[config.mk]
export PLATFORM = sky130hd
export DESIGN_NAME = top
export DESIGN_NICKNAME = d
export VERILOG_FILES = /design/src/verilog/snail_pkg.sv /design/src/verilog/shift_reg.sv /design/src/verilog/snail_mealy_fsm.sv /design/src/verilog/snail_moore_fsm.sv /design/src/verilog/strobe_gen.sv /design/src/verilog/top.sv
export SDC_FILE = /design/constraint.sdc
export NUM_CORES = 1
export LEC_CHECK = 0
export BUFFER_PORTS_ARGS = -buffer_cell sky130_fd_sc_hd__buf_4
export CORE_AREA = 2 2 64 72
export DETAILED_ROUTE_END_ITERATION = 12
export DIE_AREA = 0 0 66 74
export HOLD_SLACK_MARGIN = 0.03
export PLACE_DENSITY = 0.68
export REMOVE_ABC_BUFFERS = 1
export SLEW_MARGIN = 20
export SYNTH_ARGS = -nofsm -noshare
export SYNTH_HDL_FRONTEND = slang
export SYNTH_SLANG_ARGS = --single-unit
[constraint.sdc]
create_clock -name clk -period 4.77 [get_ports clk]
set_input_delay 0.477 -clock clk [delete_from_list [all_inputs] [get_ports clk]]
set_output_delay 0.477 -clock clk [all_outputs]
set_load 0.05 [all_outputs]
[src/verilog/snail_pkg.sv]
`default_nettype none

package snail_pkg;

  //--------------------------------------------------------------------------
  // recognizer state encodings
  //--------------------------------------------------------------------------

  // moore recognizer of 0 then 1
  // match lives in a state of its own
  typedef enum logic [1:0]
  {
    st_idle  = 2'd0,
    st_got0  = 2'd1,
    st_match = 2'd2
  } moore_state_t;

  // mealy recognizer of 0 then 1
  // labels carry a prefix so they do not clash with the moore set
  typedef enum logic
  {
    mealy_idle = 1'b0,
    mealy_got0 = 1'b1
  } mealy_state_t;

  //--------------------------------------------------------------------------
  // detector pair
  //--------------------------------------------------------------------------

  // mealy in the upper bit, moore in the lower
  typedef struct packed
  {
    logic mealy;
    logic moore;
  } detect_t;

  //--------------------------------------------------------------------------
  // seven segment glyphs
  //--------------------------------------------------------------------------

  // bit order a b c d e f g h, h is the dot
  typedef logic [7:0] seg_t;

  // blank digit
  localparam seg_t seg_none  = 8'b0000_0000;
  // upper square, moore hit
  localparam seg_t seg_moore = 8'b1100_0110;
  // lower square, mealy hit
  localparam seg_t seg_mealy = 8'b0011_1010;
  // an 8, both hit
  localparam seg_t seg_both  = 8'b1111_1110;

endpackage

`default_nettype wire

[src/verilog/shift_reg.sv]
`default_nettype none
`timescale 1ns/1ps

module shift_reg
#(
  parameter int unsigned depth = 8
)
(
  input  logic               clk,
  input  logic               arst_n,
  input  logic               en,
  input  logic               seq_in,
  output logic               seq_out,
  output logic [depth - 1:0] par_out
);

  //--------------------------------------------------------------------------
  // serial in, parallel out
  //--------------------------------------------------------------------------

  // new bit enters at bit 0
  // older bits move toward the msb
  always_ff @(posedge clk or negedge arst_n)
  begin
    if (!arst_n)
    begin
      par_out <= '0;
    end
    else if (en)
    begin
      par_out <= {par_out[depth - 2:0], seq_in};
    end
  end

  // the bit about to fall off the top end
  assign seq_out = par_out[depth - 1];

  //--------------------------------------------------------------------------
  // checks
  //--------------------------------------------------------------------------

  // no enable means no movement on the next edge
  a_hold_without_en : assert property
  (
    @(posedge clk) disable iff (!arst_n)
    !en |=> $stable(par_out)
  );

endmodule

`default_nettype wire

[src/verilog/snail_mealy_fsm.sv]
`default_nettype none
`timescale 1ns/1ps

module snail_mealy_fsm
(
  input  logic clk,
  input  logic arst_n,
  input  logic en,
  input  logic a,
  output logic y
);

  snail_pkg::mealy_state_t state;
  snail_pkg::mealy_state_t state_next;

  //--------------------------------------------------------------------------
  // next state
  //--------------------------------------------------------------------------

  // the state only remembers the last bit
  // a 0 arms the machine, a 1 disarms it
  always_comb
  begin
    case (state)
      snail_pkg::mealy_idle:
      begin
        if (a)
          state_next = snail_pkg::mealy_idle;
        else
          state_next = snail_pkg::mealy_got0;
      end

      snail_pkg::mealy_got0:
      begin
        if (a)
          state_next = snail_pkg::mealy_idle;
        else
          state_next = snail_pkg::mealy_got0;
      end

      default:
      begin
        state_next = snail_pkg::mealy_idle;
      end
    endcase
  end

  //--------------------------------------------------------------------------
  // state register
  //--------------------------------------------------------------------------

  always_ff @(posedge clk or negedge arst_n)
  begin
    if (!arst_n)
      state <= snail_pkg::mealy_idle;
    else if (en)
      state <= state_next;
  end

  // combinational output
  // fires while the 1 is still at the input
  // one strobe ahead of the moore machine
  assign y = (state == snail_pkg::mealy_got0) && a;

  // idle never reports a match
  a_no_match_in_idle : assert property
  (
    @(posedge clk) disable iff (!arst_n)
    (state == snail_pkg::mealy_idle) |-> !y
  );

endmodule

`default_nettype wire

[src/verilog/snail_moore_fsm.sv]
`default_nettype none
`timescale 1ns/1ps

module snail_moore_fsm
(
  input  logic clk,
  input  logic arst_n,
  input  logic en,
  input  logic a,
  output logic y
);

  snail_pkg::moore_state_t state;
  snail_pkg::moore_state_t state_next;

  //--------------------------------------------------------------------------
  // next state
  //--------------------------------------------------------------------------

  always_comb
  begin
    // default is to hold
    state_next = state;

    case (state)
      snail_pkg::st_idle:
      begin
        // a 1 keeps us waiting
        if (!a)
          state_next = snail_pkg::st_got0;
      end

      snail_pkg::st_got0:
      begin
        // 0 then 1 seen
        if (a)
          state_next = snail_pkg::st_match;
      end

      snail_pkg::st_match:
      begin
        // a fresh 0 can start the next match right away
        if (a)
          state_next = snail_pkg::st_idle;
        else
          state_next = snail_pkg::st_got0;
      end

      default:
      begin
        state_next = snail_pkg::st_idle;
      end
    endcase
  end

  //--------------------------------------------------------------------------
  // state register
  //--------------------------------------------------------------------------

  // only moves on the strobe
  always_ff @(posedge clk or negedge arst_n)
  begin
    if (!arst_n)
      state <= snail_pkg::st_idle;
    else if (en)
      state <= state_next;
  end

  // output from state alone
  assign y = (state == snail_pkg::st_match);

  //--------------------------------------------------------------------------
  // checks
  //--------------------------------------------------------------------------

  // the fourth code of the two bit encoding is never reached
  a_state_legal : assert property
  (
    @(posedge clk) disable iff (!arst_n)
    state inside {snail_pkg::st_idle, snail_pkg::st_got0, snail_pkg::st_match}
  );

endmodule

`default_nettype wire

[src/verilog/strobe_gen.sv]
`default_nettype none
`timescale 1ns/1ps

module strobe_gen
#(
  parameter int unsigned clk_mhz          = 50,
  parameter int unsigned n_times_a_second = 3
)
(
  input  logic clk,
  input  logic arst_n,
  output logic strobe
);

  //--------------------------------------------------------------------------
  // period arithmetic
  //--------------------------------------------------------------------------

  // clock cycles between two strobes
  localparam int unsigned period = clk_mhz * 1000000 / n_times_a_second;

  // a period of one still needs a one bit counter
  localparam int unsigned w_cnt = (period > 1) ? $clog2(period) : 1;

  logic [w_cnt - 1:0] cnt;

  //--------------------------------------------------------------------------
  // down counter and strobe register
  //--------------------------------------------------------------------------

  // zero after reset, reloads with period - 1 on wrap
  // so cnt reaches 1 just before edge number period
  always_ff @(posedge clk or negedge arst_n)
  begin
    if (!arst_n)
    begin
      cnt    <= '0;
      strobe <= 1'b0;
    end
    else
    begin
      if (cnt == '0)
        cnt <= w_cnt'(period - 1);
      else
        cnt <= cnt - 1'b1;

      // one cycle pulse per period
      strobe <= (cnt == w_cnt'(1)) || (period == 1);
    end
  end

  // single cycle pulse unless the clock itself is the strobe
  a_strobe_one_cycle : assert property
  (
    @(posedge clk) disable iff (!arst_n)
    (period > 1) && strobe |=> !strobe
  );

endmodule

`default_nettype wire

[src/verilog/top.sv]
`default_nettype none
`timescale 1ns/1ps

module top
#(
  parameter int unsigned clk_mhz          = 50,
  parameter int unsigned n_times_a_second = 3,
  parameter int unsigned w_key            = 4,
  parameter int unsigned w_led            = 8,
  parameter int unsigned w_digit          = 8
)
(
  input  logic                 clk,
  input  logic                 arst_n,

  // keys and leds
  input  logic [w_key   - 1:0] key,
  output logic [w_led   - 1:0] led,

  // seven segment display
  output snail_pkg::seg_t      abcdefgh,
  output logic [w_digit - 1:0] digit
);

  //--------------------------------------------------------------------------
  // internal nets
  //--------------------------------------------------------------------------

  logic               enable;
  logic               key_any;
  logic               fsm_in;
  logic               moore_fsm_out;
  logic               mealy_fsm_out;
  snail_pkg::detect_t det;

  // any pressed key counts as a 1
  assign key_any = |key;

  //--------------------------------------------------------------------------
  // datapath
  //--------------------------------------------------------------------------

  // a few pulses per second
  strobe_gen
  #(
    .clk_mhz          (clk_mhz),
    .n_times_a_second (n_times_a_second)
  )
  i_strobe_gen
  (
    .clk    (clk),
    .arst_n (arst_n),
    .strobe (enable)
  );

  // led shows the stream, top bit feeds the recognizers
  shift_reg
  #(
    .depth (w_led)
  )
  i_shift_reg
  (
    .clk     (clk),
    .arst_n  (arst_n),
    .en      (enable),
    .seq_in  (key_any),
    .seq_out (fsm_in),
    .par_out (led)
  );

  snail_moore_fsm i_moore_fsm
  (
    .clk    (clk),
    .arst_n (arst_n),
    .en     (enable),
    .a      (fsm_in),
    .y      (moore_fsm_out)
  );

  snail_mealy_fsm i_mealy_fsm
  (
    .clk    (clk),
    .arst_n (arst_n),
    .en     (enable),
    .a      (fsm_in),
    .y      (mealy_fsm_out)
  );

  //--------------------------------------------------------------------------
  // display decode
  //--------------------------------------------------------------------------

  assign det.mealy = mealy_fsm_out;
  assign det.moore = moore_fsm_out;

  // one glyph per detector combination
  always_comb
  begin
    case (det)
      2'b01:   abcdefgh = snail_pkg::seg_moore;
      2'b10:   abcdefgh = snail_pkg::seg_mealy;
      2'b11:   abcdefgh = snail_pkg::seg_both;
      default: abcdefgh = snail_pkg::seg_none;
    endcase
  end

  // only the first digit is lit
  assign digit = w_digit'(1);

  // moore match is always preceded by a mealy match on the strobe edge
  a_mealy_leads_moore : assert property
  (
    @(posedge clk) disable iff (!arst_n)
    $rose(moore_fsm_out) |-> $past(mealy_fsm_out)
  );

endmodule

`default_nettype wire
==> results.py <==
metrics = {
    "grt": {
        "grt_max_degree": 37,
        "antenna_found_initial": 0,
        "overflow": 0,
        "track_usage_pct": 14.0,
        "grt_first_pass_wirelength_um": 5150,
        "grt_pass1_vias": 1150,
    },
    "floorplan": {
        "io_pins": 30,
        "start_util_pct": 42.8,
        "die_width_um": 66,
        "row_count": 25,
        "dieArea_um2": 4880,
        "core_region_area_um2": 4190,
        "fp.dieH_um": 74,
    },
    "sta": {
        "fin_skew_ps": 6.80,
        "fin_crit_ps": 2460,
        "hold_viol_final": 0,
        "slew_headroom_pct": 51.0,
        "max_freq_mhz": 407,
        "rsz0062_at_grt": "no",
        "setup-violations-final": 0,
        "slew_violations": 0,
        "worst_slew_pin_slew_ps": 728,
        "period_share_pct": 51.5,
        "fin_setup_tns_ps": 0,
    },
    "pwr": {
        "p_leak_nw": 0.818,
        "max-vdd-ir-drop_mv": 0.182,
        "power_density_nw_per_um2": 273,
    },
    "clock_network": {
        "cts_buffer_depth": 2,
        "cts-resized-gates": 0,
        "tritoncts": "yes",
        "cts_root_buffer": "clkbuf_8",
        "cts_hold_buf": 0,
        "htree_levels": 2,
        "cts_sinks": 36,
        "insertion_delay_ps": 290,
        "cts_made_buffers": 5,
        "cts_setup_buffers": 0,
        "clkTransAtPathRegs_ps": 70,
    },
    "synth": {
        "synthFlopType": "dfrtp_1",
        "async_flop_share_pct": 100,
        "yosysTopAreaCellShare_pct": 50.2,
        "synth_cell_types": 41,
        "synth.most_common_cell": "dfrtp_1",
        "synthMuxAreaShare_pct": 5.58,
        "synth_top_family_by_area": "simple AND/OR/NAND/NOR gates",
        "synth_seq_area_share_pct": 50.2,
        "synth.area.top_cells": "dfrtp_1 50%, buf_4 5.9%, mux2_2 5.0%",
        "synth_adder_area_share_pct": 2.09,
        "post-synth-top-area-cell": "dfrtp_1",
        "synth-compound-area-share_pct": 7.67,
        "synthCells": 166,
        "synth-edff-count": 0,
        "yosys.area_share.simple_pct": 20.2,
        "synth_common_cells": "36 x dfrtp_1, 16 x nor2_1, 14 x buf_4",
        "synth_area_per_cell_um2": 10.8,
        "ys_seq_elements": 36,
        "synth_xor_area_share_pct": 5.86,
        "synthesis.area_um2": 1790,
        "yosys_warnings": 0,
    },
    "setup_path": {
        "cp_max_fo": 11,
        "startpoint_type": "flop",
        "path_cells": "nor3_1 > nand4_1 > nor3_2 > nor2_1",
        "r2r_slack_ps": 2310,
        "crit_path_max_incr_delay_ps": 720,
        "critPathCapture": "i_strobe_gen.cnt[8]",
        "cp_slowest_cell": "nor3_2",
        "startpoint": "i_strobe_gen.cnt[5]",
        "reg2reg_to": "i_strobe_gen.cnt[8]",
        "crit_required_ps": 4910,
        "critical_path_class": "reg -> reg",
        "path_buf_inv": 0,
        "r2r-start": "i_strobe_gen.cnt[5]",
        "cp.depth": 4,
        "worstSetupEndpointType": "flop",
        "cp.arrival_ps": 2600,
        "reg2reg_depth": 4,
        "crit_family": "simple AND/OR/NAND/NOR gates",
    },
    "cells_and_area": {
        "n_fill_cell": 416,
        "area.growth.synth_to_final_pct": 11.7,
        "layout.nets": 191,
        "multi_input_area_um2": 781,
        "final_cell_area_um2": 2000,
        "final_layout_size_suffix_gt1_share_pct": 25.7,
        "seqCellArea_um2": 901,
        "antennaDiodeCount": 0,
    },
    "run_status": {
        "status": "completed",
    },
    "route": {
        "num_vias": 1256,
        "drt_iter0_markers": 39,
        "wl_um": 3030,
        "ant_nets": 0,
        "drc": 0,
        "post_drt_wl_per_cell_um": 12.8,
        "firstDrtPassIters": 4,
        "vias_per_cell": 5.30,
    },
    "placed_design": {
        "gp_congestion": 0.777,
        "post_dp_cell_area_um2": 1910,
        "placement.io_buffers": 20,
        "post-dp-hpwl_um": 2170,
    },
    "flow_run": {
        "max_cap_viol_count": 0,
    },
    "worst_hold_path": {
        "hold_path.class": "in -> async",
    },
}
-- per-stage QoR --
stage	hold WS [ps]	std cells	util (%)	total power, mW	setup slack, ps
global placement	454	229	45.6	0.335	2140
global route	164	237	47.8	0.570	2040
CTS	147	237	47.7	0.552	1960
finish	135	237	47.8	0.546	2310
detailed placement	457	229	45.6	0.335	1950
floorplan	181	155	-	0.326	1490
-- flip-flops by register name, indices dropped and copies added (netlist names) --
signal and count:
i_mealy_fsm.state 1, i_moore_fsm.state 2, i_shift_reg.par_out 8, i_strobe_gen.cnt 24
i_strobe_gen.strobe 1
-- kinds of logic (layout without fill, tap and decap cells) --
family | count (synthesis) | count (layout)
adders and majority gates | 3 | 3
other | 2 | 9
muxes | 9 | 9
buffers and inverters | 22 | 32
DFF | 36 | 36
xor gates and xnor gates | 12 | 12
AOI/OAI and AO/OA | 20 | 20
and+or+nand+nor | 62 | 62
-- cell type report --
cell class / instances / share of cell area, %
Tap cell: 54 / 3.37
Multi-Input combinational cell: 115 / 39.0
Clock buffer: 8 / 4.49
Sequential cell: 36 / 44.9
Inverter: 4 / 0.749
Timing Repair Buffer: 20 / 7.49
-- metal layers --
layer | GRT usage (%) | share of wire [%] | vias up | wire length [um]
li1 | - | - | 594 | -
met1 | 16.9 | 42 | 617 | 1290
met2 | 23.0 | 49 | 37 | 1500
met3 | 3.18 | 5.6 | 8 | 171
met4 | 8.16 | 2.6 | 0 | 79
met5 | 0 | 0 | - | 0
-- cell usage in the layout (no fill, tap or decap), drive strengths merged, types with 2 or more instances in the layout --
cell type / Yosys / layout
dfrtp: 36 / 36
buf: 17 / 20
nor2: 16 / 16
nand2: 9 / 9
xor2: 9 / 9
conb: 2 / 9
mux2: 8 / 8
clkbuf: 1 / 8
o31ai: 5 / 5
nor4: 5 / 5
or3: 5 / 5
inv: 4 / 4
nand4: 4 / 4
nand3: 4 / 4
a21oi: 4 / 4
nor3: 4 / 4
o21ai: 3 / 3
or2: 3 / 3
xnor2: 3 / 3
ha: 3 / 3
or4: 3 / 3
nand3b: 2 / 2
o211ai: 2 / 2
o311ai: 2 / 2
nand4b: 2 / 2
and2: 2 / 2
nor4b: 2 / 2
-- worst min path at each step --
stage / startpoint / to / slack [ps] / depth (start not counted)
6_report: arst_n / i_shift_reg.par_out[6] / 130 / 1
5_1_grt: arst_n / i_shift_reg.par_out[3] / 160 / 1
4_1_cts: arst_n / i_strobe_gen.cnt[1] / 150 / 1
3_5_place_dp: arst_n / i_shift_reg.par_out[3] / 460 / 1
3_3_place_gp: arst_n / i_shift_reg.par_out[5] / 450 / 1
2_1_floorplan: arst_n / i_mealy_fsm.state / 180 / 0
-- power by group --
group | leakage [nW] | switching, mW | internal, mW
registers | 0.404 | 0 | 0.305
logic | 0.368 | 0.0214 | 0.00268
clock network | 0.0455 | 0.0995 | 0.118
Power figures use the tool's default switching activity.
